File: config.mk
export PLATFORM = sky130hd
export DESIGN_NAME = biu_top
export DESIGN_NICKNAME = d
export VERILOG_FILES = /design/src/common/biu_types_pkg.sv /design/src/common/biu_bus_pkg.sv /design/src/common/mem_req_if.sv /design/src/prefetch/prefetch.sv /design/src/prefetch/insn_fifo.sv /design/src/rtl/data_access.sv /design/src/rtl/bus_arbiter.sv /design/src/rtl/biu_top.sv
export SDC_FILE = /design/constraint.sdc
export NUM_CORES = 1
export LEC_CHECK = 0
export ABC_AREA = 1
export BUFFER_PORTS_ARGS = -buffer_cell sky130_fd_sc_hd__buf_2
export CORE_ASPECT_RATIO = 0.6
export CORE_MARGIN = 5
export CORE_UTILIZATION = 40
export DETAILED_ROUTE_END_ITERATION = 10
export MAX_ROUTING_LAYER = met4
export SLEW_MARGIN = 25
export SYNTH_ARGS = -nofsm -noshare
export SYNTH_HDL_FRONTEND = slang
export SYNTH_SLANG_ARGS = --single-unit
export TNS_END_PERCENT = 100
File: constraint.sdc
create_clock -name clk -period 2.1 [get_ports clk]
set_input_delay 0.42 -clock clk [delete_from_list [all_inputs] [get_ports clk]]
set_output_delay 0.42 -clock clk [all_outputs]
set_load 0.02 [all_outputs]
File: src/common/biu_types_pkg.sv
/*
 * Vector types shared across the bus interface unit.
 * Segments, offsets, physical word addresses and bus data all
 * travel under these names so that widths stay consistent.
 * Import where the types are needed inside a module body.
 */

`default_nettype none

package biu_types_pkg;

    // segment register value
    typedef logic [15:0] seg_t;

    // offset within a segment, IP or data offset
    typedef logic [15:0] offset_t;

    // physical word address, byte bit 0 is implied by the lanes
    typedef logic [19:1] phys_waddr_t;

    typedef logic [15:0] word_t;
    typedef logic [7:0]  byte_t;

    // bit 0 low byte, bit 1 high byte
    typedef logic [1:0]  bytesel_t;

endpackage

`default_nettype wire

File: src/common/biu_bus_pkg.sv
/*
 * Bus-level definitions: state encodings for the arbiter and the
 * data access sequencer, plus default configuration values.
 */

`default_nettype none

package biu_bus_pkg;

    typedef enum logic [1:0] {
        arb_idle,
        arb_data_owned,
        arb_fetch_owned
    } arb_state_t;

    typedef enum logic [1:0] {
        acc_idle,
        acc_first,
        acc_second,
        acc_finish
    } acc_state_t;

    // instruction byte FIFO depth
    parameter int default_fifo_depth = 6;

endpackage

`default_nettype wire

File: src/common/mem_req_if.sv
/*
 * One memory requester's connection to the bus arbiter.
 * The requester holds access, address and write data stable until
 * it sees ack for one cycle, then drops access or presents a new
 * request. Read data is only meaningful in the ack cycle.
 */

`timescale 1ns/1ps
`default_nettype none

interface mem_req_if;
    import biu_types_pkg::*;

    logic        access;
    logic        write;
    phys_waddr_t address;
    bytesel_t    bytesel;
    word_t       wr_data;
    word_t       rd_data;
    logic        ack;

    modport requester (
        output access,
        output write,
        output address,
        output bytesel,
        output wr_data,
        input  rd_data,
        input  ack
    );

    modport arbiter (
        input  access,
        input  write,
        input  address,
        input  bytesel,
        input  wr_data,
        output rd_data,
        output ack
    );

endinterface

`default_nettype wire

File: src/prefetch/prefetch.sv
/*
 * Instruction prefetcher. Fetches 16-bit words at CS:IP and pushes
 * them into the instruction FIFO one byte at a time. Loading a new
 * CS:IP flushes the FIFO in the same cycle; a fetch already on the
 * bus completes with its address unchanged and its data discarded.
 * The first byte of a word lands in the ack cycle, the high byte of
 * an even-addressed word one cycle later.
 */

`timescale 1ns/1ps
`default_nettype none

module prefetch (
    input  logic                   clk,
    input  logic                   reset,
    input  biu_types_pkg::seg_t    new_cs,
    input  biu_types_pkg::offset_t new_ip,
    input  logic                   load_new_ip,
    output logic                   fifo_wr_en,
    output biu_types_pkg::byte_t   fifo_wr_data,
    output logic                   fifo_reset,
    input  logic                   fifo_full,
    mem_req_if.requester           mem
);
    import biu_types_pkg::*;

    seg_t        cs;
    offset_t     fetch_ip;
    phys_waddr_t cur_waddr;
    phys_waddr_t held_waddr;
    byte_t       high_byte;
    logic        active;
    logic        abort_cur;
    logic        write_second;
    logic        ack_taken;

    // ack belonging to a fetch that is still wanted
    assign ack_taken = mem.ack && !abort_cur;

    // segment << 4 plus offset, expressed in words
    assign cur_waddr = {cs, 3'b000} + {4'b0000, fetch_ip[15:1]};

    assign mem.access  = active && !fifo_full && !mem.ack && !write_second;
    assign mem.write   = 1'b0;
    assign mem.address = abort_cur ? held_waddr : cur_waddr;
    assign mem.bytesel = 2'b11;
    assign mem.wr_data = '0;

    assign fifo_reset   = load_new_ip;
    assign fifo_wr_en   = !load_new_ip && (ack_taken || write_second);
    assign fifo_wr_data = mem.ack ? (fetch_ip[0] ? mem.rd_data[15:8] : mem.rd_data[7:0])
                                  : high_byte;

    // first clock edge after reset enables fetching
    always_ff @(posedge clk or posedge reset) begin
        if (reset) begin
            active <= 1'b0;
        end else begin
            active <= 1'b1;
        end
    end

    // swallow the ack of a fetch overtaken by an IP load
    always_ff @(posedge clk or posedge reset) begin
        if (reset) begin
            abort_cur <= 1'b0;
        end else if (abort_cur && mem.ack) begin
            abort_cur <= 1'b0;
        end else if (mem.access && load_new_ip) begin
            abort_cur <= 1'b1;
        end
    end

    // keep the aborted request's address on the bus until its ack
    always_ff @(posedge clk) begin
        if (mem.access && load_new_ip && !abort_cur) begin
            held_waddr <= cur_waddr;
        end
    end

    // a reload in the ack cycle cancels the pending high byte too
    always_ff @(posedge clk or posedge reset) begin
        if (reset) begin
            write_second <= 1'b0;
        end else begin
            write_second <= ack_taken && !load_new_ip && !fetch_ip[0];
        end
    end

    always_ff @(posedge clk or posedge reset) begin
        if (reset) begin
            cs       <= '0;
            fetch_ip <= '0;
        end else if (load_new_ip) begin
            cs       <= new_cs;
            fetch_ip <= new_ip;
        end else if (ack_taken || write_second) begin
            fetch_ip <= fetch_ip + 1'b1;
        end
    end

    always_ff @(posedge clk) begin
        if (mem.ack) begin
            high_byte <= mem.rd_data[15:8];
        end
    end

endmodule

`default_nettype wire

File: src/prefetch/insn_fifo.sv
/*
 * Instruction byte FIFO between the prefetcher and the decoder.
 * Circular buffer with an occupancy count. full is raised early,
 * while fewer than two slots are free, so a word fetch started
 * below that level always has room for both bytes. flush empties
 * the buffer on the next clock edge.
 */

`timescale 1ns/1ps
`default_nettype none

module insn_fifo #(
    parameter int DEPTH = biu_bus_pkg::default_fifo_depth
) (
    input  logic                 clk,
    input  logic                 reset,
    input  logic                 flush,
    input  logic                 wr_en,
    input  biu_types_pkg::byte_t wr_data,
    input  logic                 rd_en,
    output biu_types_pkg::byte_t rd_data,
    output logic                 valid,
    output logic                 full
);
    import biu_types_pkg::*;

    localparam int PTR_W = (DEPTH > 1) ? $clog2(DEPTH) : 1;
    localparam int CNT_W = $clog2(DEPTH + 1);

    byte_t            store [DEPTH];
    logic [PTR_W-1:0] wr_ptr;
    logic [PTR_W-1:0] rd_ptr;
    logic [CNT_W-1:0] count;
    logic             do_wr;
    logic             do_rd;

    // wrap at DEPTH, which need not be a power of two
    function automatic logic [PTR_W-1:0] next_ptr(input logic [PTR_W-1:0] ptr);
        return (int'(ptr) == DEPTH - 1) ? '0 : ptr + 1'b1;
    endfunction

    assign valid   = (count != '0);
    assign full    = (int'(count) > DEPTH - 2);
    assign rd_data = store[rd_ptr];

    // reads of an empty buffer are ignored
    assign do_rd = rd_en && valid;
    assign do_wr = wr_en && (int'(count) < DEPTH);

    always_ff @(posedge clk or posedge reset) begin
        if (reset) begin
            wr_ptr <= '0;
            rd_ptr <= '0;
            count  <= '0;
        end else if (flush) begin
            wr_ptr <= '0;
            rd_ptr <= '0;
            count  <= '0;
        end else begin
            if (do_wr) begin
                wr_ptr <= next_ptr(wr_ptr);
            end
            if (do_rd) begin
                rd_ptr <= next_ptr(rd_ptr);
            end
            if (do_wr && !do_rd) begin
                count <= count + 1'b1;
            end else if (do_rd && !do_wr) begin
                count <= count - 1'b1;
            end
        end
    end

    always_ff @(posedge clk) begin
        if (do_wr && !flush) begin
            store[wr_ptr] <= wr_data;
        end
    end

endmodule

`default_nettype wire

File: src/rtl/data_access.sv
/*
 * Load/store sequencer for the execution unit's data accesses.
 * A start pulse in idle latches the request. Byte and even-addressed
 * word accesses take one bus cycle; a word at an odd address becomes
 * two byte cycles, odd byte first, then the low byte of the next
 * word. done pulses one cycle after the last ack with rd_data valid.
 */

`timescale 1ns/1ps
`default_nettype none

module data_access (
    input  logic                   clk,
    input  logic                   reset,
    input  logic                   start,
    input  logic                   write,
    input  logic                   word,
    input  biu_types_pkg::seg_t    seg,
    input  biu_types_pkg::offset_t offset,
    input  biu_types_pkg::word_t   wr_data,
    output biu_types_pkg::word_t   rd_data,
    output logic                   done,
    mem_req_if.requester           mem
);
    import biu_types_pkg::*;
    import biu_bus_pkg::*;

    acc_state_t  state;
    logic        op_write;
    logic        op_word;
    logic [19:0] byte_addr;
    word_t       op_data;
    word_t       result;
    phys_waddr_t first_waddr;
    logic        odd;
    logic        split;

    assign odd         = byte_addr[0];
    assign split       = op_word && odd;
    assign first_waddr = byte_addr[19:1];

    assign mem.access  = ((state == acc_first) || (state == acc_second)) && !mem.ack;
    assign mem.write   = op_write;
    assign mem.address = (state == acc_second) ? first_waddr + 1'b1 : first_waddr;

    // write bytes are copied to both lanes, bytesel picks the live one
    always_comb begin
        if (state == acc_second) begin
            mem.bytesel = 2'b01;
            mem.wr_data = {op_data[15:8], op_data[15:8]};
        end else if (op_word && !odd) begin
            mem.bytesel = 2'b11;
            mem.wr_data = op_data;
        end else begin
            mem.bytesel = odd ? 2'b10 : 2'b01;
            mem.wr_data = {op_data[7:0], op_data[7:0]};
        end
    end

    assign rd_data = result;
    assign done    = (state == acc_finish);

    always_ff @(posedge clk or posedge reset) begin
        if (reset) begin
            state <= acc_idle;
        end else begin
            case (state)
                acc_idle:   if (start) state <= acc_first;
                acc_first:  if (mem.ack) state <= split ? acc_second : acc_finish;
                acc_second: if (mem.ack) state <= acc_finish;
                acc_finish: state <= acc_idle;
                default:    state <= acc_idle;
            endcase
        end
    end

    // request latch and read assembly
    always_ff @(posedge clk) begin
        if (state == acc_idle && start) begin
            op_write  <= write;
            op_word   <= word;
            byte_addr <= {seg, 4'h0} + {4'h0, offset};
            op_data   <= wr_data;
        end
        if (state == acc_first && mem.ack) begin
            if (split) begin
                result[7:0] <= mem.rd_data[15:8];
            end else if (op_word) begin
                result <= mem.rd_data;
            end else begin
                result <= {8'h00, odd ? mem.rd_data[15:8] : mem.rd_data[7:0]};
            end
        end
        if (state == acc_second && mem.ack) begin
            result[15:8] <= mem.rd_data[7:0];
        end
    end

endmodule

`default_nettype wire

File: src/rtl/bus_arbiter.sv
/*
 * Fixed-priority arbiter for the single external memory port.
 * From idle a request is granted in the same cycle, data before
 * fetch, and ownership is held until the memory acks. Ack and read
 * data go back to the owner only. The memory acks no earlier than
 * the cycle after an access starts.
 */

`timescale 1ns/1ps
`default_nettype none

module bus_arbiter (
    input  logic                       clk,
    input  logic                       reset,
    mem_req_if.arbiter                 data_req,
    mem_req_if.arbiter                 fetch_req,
    output logic                       mem_access,
    output logic                       mem_write,
    output biu_types_pkg::phys_waddr_t mem_address,
    output biu_types_pkg::bytesel_t    mem_bytesel,
    output biu_types_pkg::word_t       mem_wr_data,
    input  biu_types_pkg::word_t       mem_data,
    input  logic                       mem_ack
);
    import biu_bus_pkg::*;

    arb_state_t state;
    logic       grant_data;
    logic       grant_fetch;

    assign grant_data  = (state == arb_data_owned) ||
                         (state == arb_idle && data_req.access);
    assign grant_fetch = (state == arb_fetch_owned) ||
                         (state == arb_idle && !data_req.access && fetch_req.access);

    // owner's request onto the external bus
    always_comb begin
        if (grant_data) begin
            mem_access  = data_req.access;
            mem_write   = data_req.write;
            mem_address = data_req.address;
            mem_bytesel = data_req.bytesel;
            mem_wr_data = data_req.wr_data;
        end else begin
            mem_access  = grant_fetch && fetch_req.access;
            mem_write   = fetch_req.write;
            mem_address = fetch_req.address;
            mem_bytesel = fetch_req.bytesel;
            mem_wr_data = fetch_req.wr_data;
        end
    end

    assign data_req.ack      = mem_ack && (state == arb_data_owned);
    assign data_req.rd_data  = (state == arb_data_owned) ? mem_data : '0;
    assign fetch_req.ack     = mem_ack && (state == arb_fetch_owned);
    assign fetch_req.rd_data = (state == arb_fetch_owned) ? mem_data : '0;

    always_ff @(posedge clk or posedge reset) begin
        if (reset) begin
            state <= arb_idle;
        end else begin
            case (state)
                arb_idle: begin
                    if (data_req.access) begin
                        state <= arb_data_owned;
                    end else if (fetch_req.access) begin
                        state <= arb_fetch_owned;
                    end
                end
                arb_data_owned:  if (mem_ack) state <= arb_idle;
                arb_fetch_owned: if (mem_ack) state <= arb_idle;
                default:         state <= arb_idle;
            endcase
        end
    end

endmodule

`default_nettype wire

File: src/rtl/biu_top.sv
/*
 * Bus interface unit top level. Connects the instruction prefetcher
 * and its byte FIFO, the data access sequencer and the bus arbiter,
 * and exposes the code, instruction, data and memory sides as plain
 * ports. FIFO_DEPTH sets the instruction FIFO size.
 */

`timescale 1ns/1ps
`default_nettype none

module biu_top #(
    parameter int FIFO_DEPTH = biu_bus_pkg::default_fifo_depth
) (
    input  logic                       clk,
    input  logic                       reset,
    // code side
    input  biu_types_pkg::seg_t        new_cs,
    input  biu_types_pkg::offset_t     new_ip,
    input  logic                       load_new_ip,
    // instruction stream
    input  logic                       insn_rd_en,
    output biu_types_pkg::byte_t       insn_data,
    output logic                       insn_valid,
    // data side
    input  logic                       data_start,
    input  logic                       data_write,
    input  logic                       data_word,
    input  biu_types_pkg::seg_t        data_seg,
    input  biu_types_pkg::offset_t     data_offset,
    input  biu_types_pkg::word_t       data_wr_data,
    output biu_types_pkg::word_t       data_rd_data,
    output logic                       data_done,
    // external memory
    output logic                       mem_access,
    output logic                       mem_write,
    output biu_types_pkg::phys_waddr_t mem_address,
    output biu_types_pkg::bytesel_t    mem_bytesel,
    output biu_types_pkg::word_t       mem_wr_data,
    input  biu_types_pkg::word_t       mem_data,
    input  logic                       mem_ack
);
    import biu_types_pkg::*;

    logic  fifo_wr_en;
    byte_t fifo_wr_data;
    logic  fifo_reset;
    logic  fifo_full;

    mem_req_if data_bus ();
    mem_req_if fetch_bus ();

    prefetch u_prefetch (
        .clk          (clk),
        .reset        (reset),
        .new_cs       (new_cs),
        .new_ip       (new_ip),
        .load_new_ip  (load_new_ip),
        .fifo_wr_en   (fifo_wr_en),
        .fifo_wr_data (fifo_wr_data),
        .fifo_reset   (fifo_reset),
        .fifo_full    (fifo_full),
        .mem          (fetch_bus)
    );

    insn_fifo #(
        .DEPTH (FIFO_DEPTH)
    ) u_insn_fifo (
        .clk     (clk),
        .reset   (reset),
        .flush   (fifo_reset),
        .wr_en   (fifo_wr_en),
        .wr_data (fifo_wr_data),
        .rd_en   (insn_rd_en),
        .rd_data (insn_data),
        .valid   (insn_valid),
        .full    (fifo_full)
    );

    data_access u_data_access (
        .clk     (clk),
        .reset   (reset),
        .start   (data_start),
        .write   (data_write),
        .word    (data_word),
        .seg     (data_seg),
        .offset  (data_offset),
        .wr_data (data_wr_data),
        .rd_data (data_rd_data),
        .done    (data_done),
        .mem     (data_bus)
    );

    bus_arbiter u_bus_arbiter (
        .clk         (clk),
        .reset       (reset),
        .data_req    (data_bus),
        .fetch_req   (fetch_bus),
        .mem_access  (mem_access),
        .mem_write   (mem_write),
        .mem_address (mem_address),
        .mem_bytesel (mem_bytesel),
        .mem_wr_data (mem_wr_data),
        .mem_data    (mem_data),
        .mem_ack     (mem_ack)
    );

endmodule

`default_nettype wire

### Word level (Yosys, flattened, before mapping)

Memories as Yosys holds them, arrays and structs flattened.
Cells that the tools add are included.

* bits in registers: 129
* bits in latches: 0
* memory bits (writable): 48
* ROM bits: 0
* input bits: 104
* output and inout bits: 65
* word-level logic and storage cells: 143
* memories: 1

* add/sub/neg operators: 8
* multiply operators: 0
* div/mod/pow operators: 0
* order comparisons: 2
* equal/unequal tests: 13
* shift operators: 0
* mux-type cells: 46
* bitwise logic cells: 0
* reductions and logical operators: 55

Memory list
* u_insn_fifo.store: depth 6, bits a word 8, read ports 1, clocked after memory_dff 0, wr ports 1, RTL line insn_fifo.sv:30 `byte_t store [DEPTH];`

Operators by type and width (count)
* $mux 16: 9
* $mux 19: 3
* $mux 8: 6
* $logic_and 1x1->1: 27
* $mux 3: 9
* $add 20x16->20: 1
* $mux 2: 10
* $add 19x1->19 const B: 1
* $add 19x15->19: 1
* $add 16x1->16 const B: 1
* $logic_not 1->1: 11
* $reduce_bool 2->1: 5
* $add 3x1->3 const B: 3
* $pmux 2 s4: 1
* $mux 1: 7
* $eq 2x2->1 const B: 3
* $eq 3x3->1 const B: 2
* $ne 2x1->1 const B: 3
* $reduce_bool 3->1: 2
* $eq 2x1->1 const B: 2
* $logic_not 2->1: 2
* $logic_or 1x1->1: 4
* $ne 2x2->1 const B: 2
* $pmux 2 s2: 1
* 7 further kinds: 8

### Logic depth before layout (Yosys ltp)

Gate-level depths: netlist (run 1).

* depth in word-level cells: 11
* gate-level depth with buffers: 15
* mapped depth without buffers: 15

### By module

Synthesis (run 1) repeated with hierarchy kept, for this count alone.

* cells, all modules: 1399
* area, all modules: 11106.9 um^2

By module, submodules not included
* prefetch: instances 1, cells each 532, area an instance 3981.3 um^2, seq. area each 1686.6 um^2
* data_access: instances 1, cells each 428, area an instance 3498.4 um^2, seq. area each 1671.6 um^2
* insn_fifo: instances 1, cells each 208, area an instance 2466.1 um^2, seq. area each 1666.6 um^2
* bus_arbiter: instances 1, cells each 231, area an instance 1161.1 um^2, seq. area each 50.0 um^2

### Worst setup path after synthesis (run 1)

Ideal clock, no wire load.

* path type: reg2out
* start point: register u_prefetch.fetch_ip[4]
* end point: output port mem_address[7]
* arrival: 1854 ps
* required time: 1680 ps
* slack: -174 ps
* stages on the path, launching flop included: 9
* buffers on the path: 0
* cell sequence: dfrtp_1 ha_1 fa_1 nand2_1 nand2_1 and2_1 xor2_1 nor2_1 o22ai_1

* cells in the longest elaborated chain, start to end: 3

RTL lines
* start, declared: RTL line prefetch.sv:28 `offset_t fetch_ip;`
* start signal, assigned: RTL line prefetch.sv:96 `fetch_ip <= new_ip;`
* start signal, assigned: RTL line prefetch.sv:98 `fetch_ip <= fetch_ip + 1'b1;`
* $add 19x15->19: RTL line prefetch.sv:41 `assign cur_waddr = {cs, 3'b000} + {4'b0000, fetch_ip[15:1]};`
* via u_prefetch.cur_waddr[7]: RTL line prefetch.sv:29 `phys_waddr_t cur_waddr;`
* $mux 19: RTL line prefetch.sv:45 `assign mem.address = abort_cur ? held_waddr : cur_waddr;`
* $mux 19: RTL line bus_arbiter.sv:38 `if (grant_data) begin`
* end, declared: RTL line biu_top.sv:36 `output biu_types_pkg::phys_waddr_t mem_address,`

The timed path passes the listed nets, and every way through them passes these cells.

### Worst setup path in the final report (run 1)

* start point: register u_prefetch.fetch_ip[4]
* end point: output port mem_address[11]

* cells in the longest elaborated chain, start to end: 3

RTL lines (RTL line)
* $add 19x15->19: prefetch.sv:41
* $mux 19: prefetch.sv:45
* $mux 19: bus_arbiter.sv:38

No other way between the ends.

==> results.md, run 1 <==
- Status: finished, violations left
- Failing checks: setup timing
- Mean post-synth cell area: 8.60 um2
- RSZ-0062 raised after global routing: true
- Startpoint types: flop
- WP data arrival: 2.36 ns
- Pwr Total: 0.0190 W
- Initial antenna violation count: 0
- First-pass GRT wire length: 46.5 mm
- Achievable Freq: 359 MHz
- Antenna Violating Nets Remaining: 0
- Post-Layout Cell Count: 1810
- Fin. Hold Viols: 0
- Share of layout cells above drive strength 1: 37.8%
- Reg clk slew, reported paths: 0.07 ns
- Start point of the critical path: u_prefetch.fetch_ip[4]$_DFFE_PP0P_
- Fin worst setup slack: -0.683 ns
- Core ar.: 24400 um2
- Die Span X: 214 um
- Flops & latches, synth: 177
- Worst Skew: 0.0117 ns
- RR Startpoint: u_bus_arbiter.state[0]$_DFFE_PP0P_
- Unique masters post-synth: 52
- Detailed-placement wirelength estimate: 20.9 mm
- Drt total wl: 30.5 mm
- Clock tree buffer depth: 2
- Clock power share: 15.6%
- Slew headroom: 62.8%
- Grt total ovfl: 0
- Num rows: 44
- Initial Utilization: 41.0%
- Switching Share: 41.4%
- CTS tree: done
- Fraction of the yosys area taken by sequential cells: 50.6%
- Mapped Cells: 1165
- Final nets: 1617
- # diodes: 0
- Hold Path Class: in -> async
- Die Area: 28400 um2
- Cell count after placement: 1721
- Worst slew pin tran: 0.557 ns
- Largest net degree at the start of global routing: 49
- NetSw: 0.00789 W
- Yosys warning count: 0
- Crit path max fanout: 3
- 1st-iter DRT viols: 810
- Syn_nets: 1306
- I/O pin count: 169
- # DRC: 0
- Critical Path RT: 1.68 ns
- Logic pwr share: 59.6%
- Vias in the first global route: 8555
- Max_cap viols: 0
- Fin. max-slew vios: 0
- Final setup fails: 72
- DR vias/cell: 5.05
- Reg2Reg Depth: 17
- Synthesis-to-finish area growth: 45.1%
- Total CTS buffers: 17
- Vias: 9138
- Power Internal: 0.0112 W
- Pwr/cell area: 1310 nW/um2
- Setup Crit Path Kind: reg -> out
- Root Buffer: clkbuf_16
- Async set or reset register ratio after synthesis: 27.1%
- Post-synth top flop: edfxtp_1
- Height of the die: 133 um
- Leakage: 6.61 nW
- Clk_lat worst skew: 0.45 ns
- Number of flops mapped to enable cells by yosys: 129
- H-tree depth: 4
- Tmin final: 2.78 ns
- Total Routing Usage GR: 21.2%
- Worst setup EP type: primary output
- Sequential share of power: 24.8%
- Clk sinks: 177
- Mapped Area: 10000 um2
- Filler instances: 2132
- Final worst path period share: 133%
- Drt first pass iters: 7
- Flop-to-flop setup slack: -0.16 ns
- WL per Instance: 16.9 um
- VDD IR max: 1160 uV
- Dpl ws: -0.190 ns
- Input/output buffers: 168
- Gpl congestion: 0.870
-- Yosys cell counts, drive strengths merged, types with 4 or more instances --
library cell  number  share of area [%]
a211oi            16                1.2
a31oi             12               0.75
clkbuf            13               0.49
nand4              9               0.56
o21bai             4               0.34
o22ai              5               0.31
nand3             78                4.0
ha                34                4.2
a21oi             30                1.6
buf               19                1.0
nand3b            10               0.79
o21ai             57                2.9
xnor2              9               0.79
dfrtp             48                 12
o21a               9               0.67
o221ai            10               0.87
inv              140                5.2
or2                7               0.44
edfxtp           129                 39
nor3              14               0.80
xor2              20                1.7
o211ai             7               0.52
nand2            329                 13
nor2             136                5.6
-- sequential cells by signal, indices dropped and copies added, names as in the netlist --
register                 flops
u_insn_fifo.store           48
u_data_access.byte_addr     20
u_prefetch.held_waddr       19
u_data_access.op_data       16
u_data_access.rd_data       16
u_prefetch.cs               16
u_prefetch.fetch_ip         16
u_prefetch.high_byte         8
u_insn_fifo.count            3
u_insn_fifo.rd_ptr           3
u_insn_fifo.wr_ptr           3
u_bus_arbiter.state          2
u_data_access.state          2
u_data_access.mem.write      1
u_data_access.op_word        1
u_prefetch.abort_cur         1
u_prefetch.active            1
u_prefetch.write_second      1
-- worst max-delay path, stage by stage (launching register included) --
cell and delay [ns]:
dfrtp_1 0.39, ha_2 0.20, fa_2 0.36, nand2_2 0.08
nand2_2 0.08, and2_4 0.17, nand2_1 0.06, nand2_1 0.08
xnor2_2 0.15, nand2_1 0.07, nand2_1 0.09, nand2_2 0.06
buf_2 0.15
-- what timing repair did --
action	4_1_cts	5_1_grt
gates resized for setup	239	135
setup buffers	39	29
endpoints found under the setup margin	48	129
hold buffers	0	0
gates cloned	9	1
pin swaps	53	62
-- area by class of cell --
cell class,instances,area [um2],share of cell area (%)
clock buffer,18,429,2.95
sequential,177,5080,34.9
multi-input combinational,813,5280,36.3
tap,322,403,2.77
timing repair buffer,324,2670,18.4
clock inverter,13,104,0.714
inverter,143,571,3.92
-- power by group through the flow --
| stage | Combinational (W) | Clock, W | Sequential [W] |
|---|---|---|---|
| after global placement | 0.00719 | 0 | 0.00472 |
| after detailed placement | 0.00723 | 0 | 0.00472 |
| after CTS | 0.0102 | 0.00305 | 0.00470 |
| final | 0.0114 | 0.00297 | 0.00472 |
| after global routing | 0.0121 | 0.00318 | 0.00478 |
| after floorplan | 0.00441 | 0 | 0.00474 |
-- cell usage in the layout, fill, tap and decap left out, drive strengths merged, types with 9 or more instances in the layout --
cell type / count
a211oi: 16
inv: 145
edfxtp: 129
nand3: 78
xnor2: 9
nor2: 136
nand3b: 10
a31oi: 12
ha: 34
nand2: 329
clkinv: 10
a21oi: 30
buf: 322
o221ai: 10
nand4: 9
clkbuf: 19
dfrtp: 48
nor3: 14
o21ai: 57
o21a: 9
xor2: 20
-- cell families (layout without fill, tap and decap cells) --
family	after synthesis	in the layout	synth area share (%)
compound gates	158	158	9.84
xor+xnor	29	29	2.53
fa+ha+maj	37	37	4.84
buf+inv	175	498	6.88
flops	177	177	50.6
mux	2	2	0.200
other cells	1	1	0.0374
simple gates	586	586	25.0
-- routing by layer --
metal | part of all wire (%) | global-route usage [%]
met5 | 0 | -
met1 | 50 | 33.1
met3 | 7.5 | 4.86
met4 | 0.97 | 3.79
met2 | 41 | 28.1
-- worst paths after layout --
kind	to
setup / recovery	mem_address[11]
hold / removal	u_insn_fifo.wr_ptr[2]$_DFFE_PP0P_
setup reg to reg	u_insn_fifo.count[2]$_DFFE_PP0P_
hold reg to reg	u_prefetch.cs[8]$_DFFE_PP0P_
max in group asynchronous	u_prefetch.fetch_ip[5]$_DFFE_PP0P_
min in group clk	u_data_access.op_data[2]$_DFFE_PP_
-- per-stage QoR --
stage               setup TNS [ns]  instance area (um2)  util (%)  hold WS (ns)
floorplan                   -0.754                10100         -         0.446
global placement             -1.94                12000      49.0         0.462
detailed placement           -2.06                12000      49.0         0.468
CTS                         -20.23                13900      57.1        0.0115
global route                -30.48                14500      59.5        0.0343
finish                      -22.24                14500      59.5        0.0218
(Power assumes the default switching activity.)
==> inputs of run 2 (changes only) <==
--- a/config.mk
+++ b/config.mk
@@ -9,9 +9,10 @@
 export BUFFER_PORTS_ARGS = -buffer_cell sky130_fd_sc_hd__buf_2
 export CORE_ASPECT_RATIO = 0.6
 export CORE_MARGIN = 5
-export CORE_UTILIZATION = 40
+export CORE_UTILIZATION = 52
 export DETAILED_ROUTE_END_ITERATION = 10
 export MAX_ROUTING_LAYER = met4
+export PLACE_DENSITY = 0.78
 export SLEW_MARGIN = 25
 export SYNTH_ARGS = -nofsm -noshare
 export SYNTH_HDL_FRONTEND = slang
==> run 2 against run 1 <==
Effect of this change: the run still ends with setup timing left; sequential share of layout area decreased by 1.0 points; core utilization increased by 19 points; cell count decreased by 2.8%; register-to-register slack got worse by 0.18 ns; critical path depth unchanged; via count increased by 13%; clock skew increased by 0.0079 ns; wire length increased by 20%; critical path type unchanged; largest cell class unchanged; largest power group unchanged.
==> results.md, run 2 (same netlist as run 1, synthesis figures left out) <==
- Filler instances: 1049
- CP max stage cell: dfrtp_1
- Clock tree buffer depth: 2
- RSZ-0062 raised after global routing: true
- Status: finished, violations left
- Fin worst setup slack: -0.689 ns
- Final worst path period share: 133%
- Initial Utilization: 52.8%
- Fin. max-slew vios: 0
- Root Buffer: clkbuf_16
- Largest register FFs: 48
- Die Span X: 189 um
- Gpl congestion: 0.932
- Crit path max fanout: 3
- Layer with the highest usage: met2
- Antenna Violating Nets Remaining: 0
- Initial antenna violation count: 1
- H-tree depth: 4
- Largest net degree at the start of global routing: 49
- Clock power share: 15.6%
- Met1 global-route usage: 41.5%
- Reg clk slew, reported paths: 0.08 ns
- Pwr Total: 0.0205 W
- Startpoint types: flop
- Register area: 5080 um2
- Grt total ovfl: 0
- Worst Skew: 0.0196 ns
- Num rows: 39
- Worst setup EP type: primary output
- Drt first pass iters: 6
- Hold Buf Count CTS: 0
- Cell count after placement: 1646
- Die Area: 22200 um2
- Clk_lat worst skew: 0.45 ns
- Leakage: 6.81 nW
- WP data arrival: 2.37 ns
- Dpl ws: -0.190 ns
- Synthesis-to-finish area growth: 49.5%
- I/O pin count: 169
- Most frequent cells in the layout: nand2_1 (268), edfxtp_1 (129), buf_4 (128), buf_2 (123), inv_1 (110)
- DR vias/cell: 5.87
- Most frequent CP cell: nand2_2
- Setup Crit Path Kind: reg -> out
- Total CTS buffers: 17
- Logic pwr share: 61.1%
- Share of layout cells above drive strength 1: 42.1%
- Final instance area: 15000 um2
- Biggest regs: u_insn_fifo.store: 48 flops, u_data_access.byte_addr: 20 flops, u_prefetch.held_waddr: 19 flops
- Achievable Freq: 359 MHz
- GR Layer Usage met2: 44.2%
- Hold Path Class: in -> async
- Final setup fails: 118
- Pwr/cell area: 1370 nW/um2
- VDD IR max: 1600 uV
- Tmin final: 2.79 ns
- Area occupied by multi-input gates: 5500 um2
- CTS tree: done
- Sequential share of power: 23.2%
- Power Internal: 0.0117 W
- WL per Instance: 20.9 um
- Crit path cell chain: ha_2 -> fa_2 -> nand2_2 -> nand2_2 -> and2_4 -> nand2_2 -> nand2_2 -> xnor2_2 -> nand2_1 -> nand2_1 -> nand2_2 -> buf_6
- Setup TNS Final: -31.75 ns
- Failing checks: setup timing
- Core ar.: 19000 um2
- CP peak stage delay: 0.40 ns
- First-pass GRT wire length: 51.8 mm
- Vias: 10300
- Critical Path RT: 1.68 ns
- 1st-iter DRT viols: 1174
- Drt total wl: 36.7 mm
- Commonest non-fill, non-tap cell in the layout: nand2_1
- Vias in the first global route: 9708
- NetSw: 0.00878 W
- Detailed-placement wirelength estimate: 20.6 mm
- M3 GR Usage: 8.51%
- Total Routing Usage GR: 30.2%
- Input/output buffers: 168
- Most flops, register: u_insn_fifo.store
- Final nets: 1641
- Placed cell areas: 11900 um2
- Post-Layout Cell Count: 1760
- Fin. Hold Viols: 0
- Max_cap viols: 0
- Switching Share: 42.8%
- Height of the die: 118 um
- Clk sinks: 177
- # DRC: 0
-- run 2: changes by cell type in the layout (fill, tap and decap cells not counted), moves of 6 or more --
cell / previous run / this run
buf_4: 122 / 128
buf_6: 51 / 68
nand2_1: 279 / 268
nand3_1: 60 / 51
nand3_2: 12 / 25
nor2_1: 96 / 81
nor2_4: 22 / 34
o21ai_0: 38 / 31
-- run 2: power by group through the flow --
stage,Sequential [W],Clock (W),Combinational [W]
2_1_floorplan,0.00474,0,0.00441
3_5_place_dp,0.00473,0,0.00709
3_3_place_gp,0.00472,0,0.00695
6_report,0.00476,0.00320,0.0125
4_1_cts,0.00471,0.00314,0.0109
5_1_grt,0.00480,0.00335,0.0132
-- run 2: worst paths after layout --
check	start	endpoint	slack, ns	cells past startpoint
setup / recovery	u_prefetch.cs[0]$_DFFE_PP0P_	mem_address[11]	-0.69	12
hold reg to reg	u_prefetch.cs[8]$_DFFE_PP0P_	u_prefetch.cs[8]$_DFFE_PP0P_	0.55	2
min in group clk	data_offset[3]	u_data_access.byte_addr[3]$_DFFE_PP_	0.14	1
hold / removal	reset	u_data_access.state[0]$_DFFE_PP0P_	0.02	3
max in group asynchronous	reset	u_insn_fifo.rd_ptr[2]$_DFFE_PP0P_	1.82	3
setup reg to reg	u_bus_arbiter.state[1]$_DFFE_PP0P_	u_insn_fifo.count[2]$_DFFE_PP0P_	-0.34	18
-- run 2: metal layers --
metal / vias to the layer above / part of all wire [%] / wire [um]
li1: 4550 / - / -
met1: 4901 / 39 / 14300
met2: 734 / 46 / 16800
met3: 140 / 12 / 4440
met4: 0 / 3.4 / 1230
met5: - / 0 / 0
-- run 2: metrics by stage --
stage                     utilization, %  hold WS, ns
after floorplan                        -        0.446
after global routing                78.9       0.0364
final                               78.9       0.0193
after CTS                           75.1       0.0253
after detailed placement            62.5        0.463
after global placement              62.5        0.460
-- run 2: area by class of cell --
type	instances	area share, %
inverter	143	3.83
antenna	1	0.0167
multi-input combinational	813	36.7
tap	246	2.06
sequential	177	33.9
clock buffer	17	2.84
timing repair buffer	348	19.6
clock inverter	15	1.00
-- run 2: what timing repair did --
item                                    4_1_cts  5_1_grt
pin swaps                                    57       72
hold endpoints to repair                      0        0
gates resized for setup                     305      172
endpoints found under the setup margin       96      148
setup buffers                                57       32
gates cloned                                 11        2
-- run 2: critical path: cells and delay by family, from the launching register on --
| kind | cells | cell delay, ns |
|---|---|---|
| flops | 1 | 0.40 |
| buf+inv | 1 | 0.13 |
| fa+ha+maj | 2 | 0.55 |
| simple gates | 8 | 0.70 |
| xor+xnor | 1 | 0.14 |
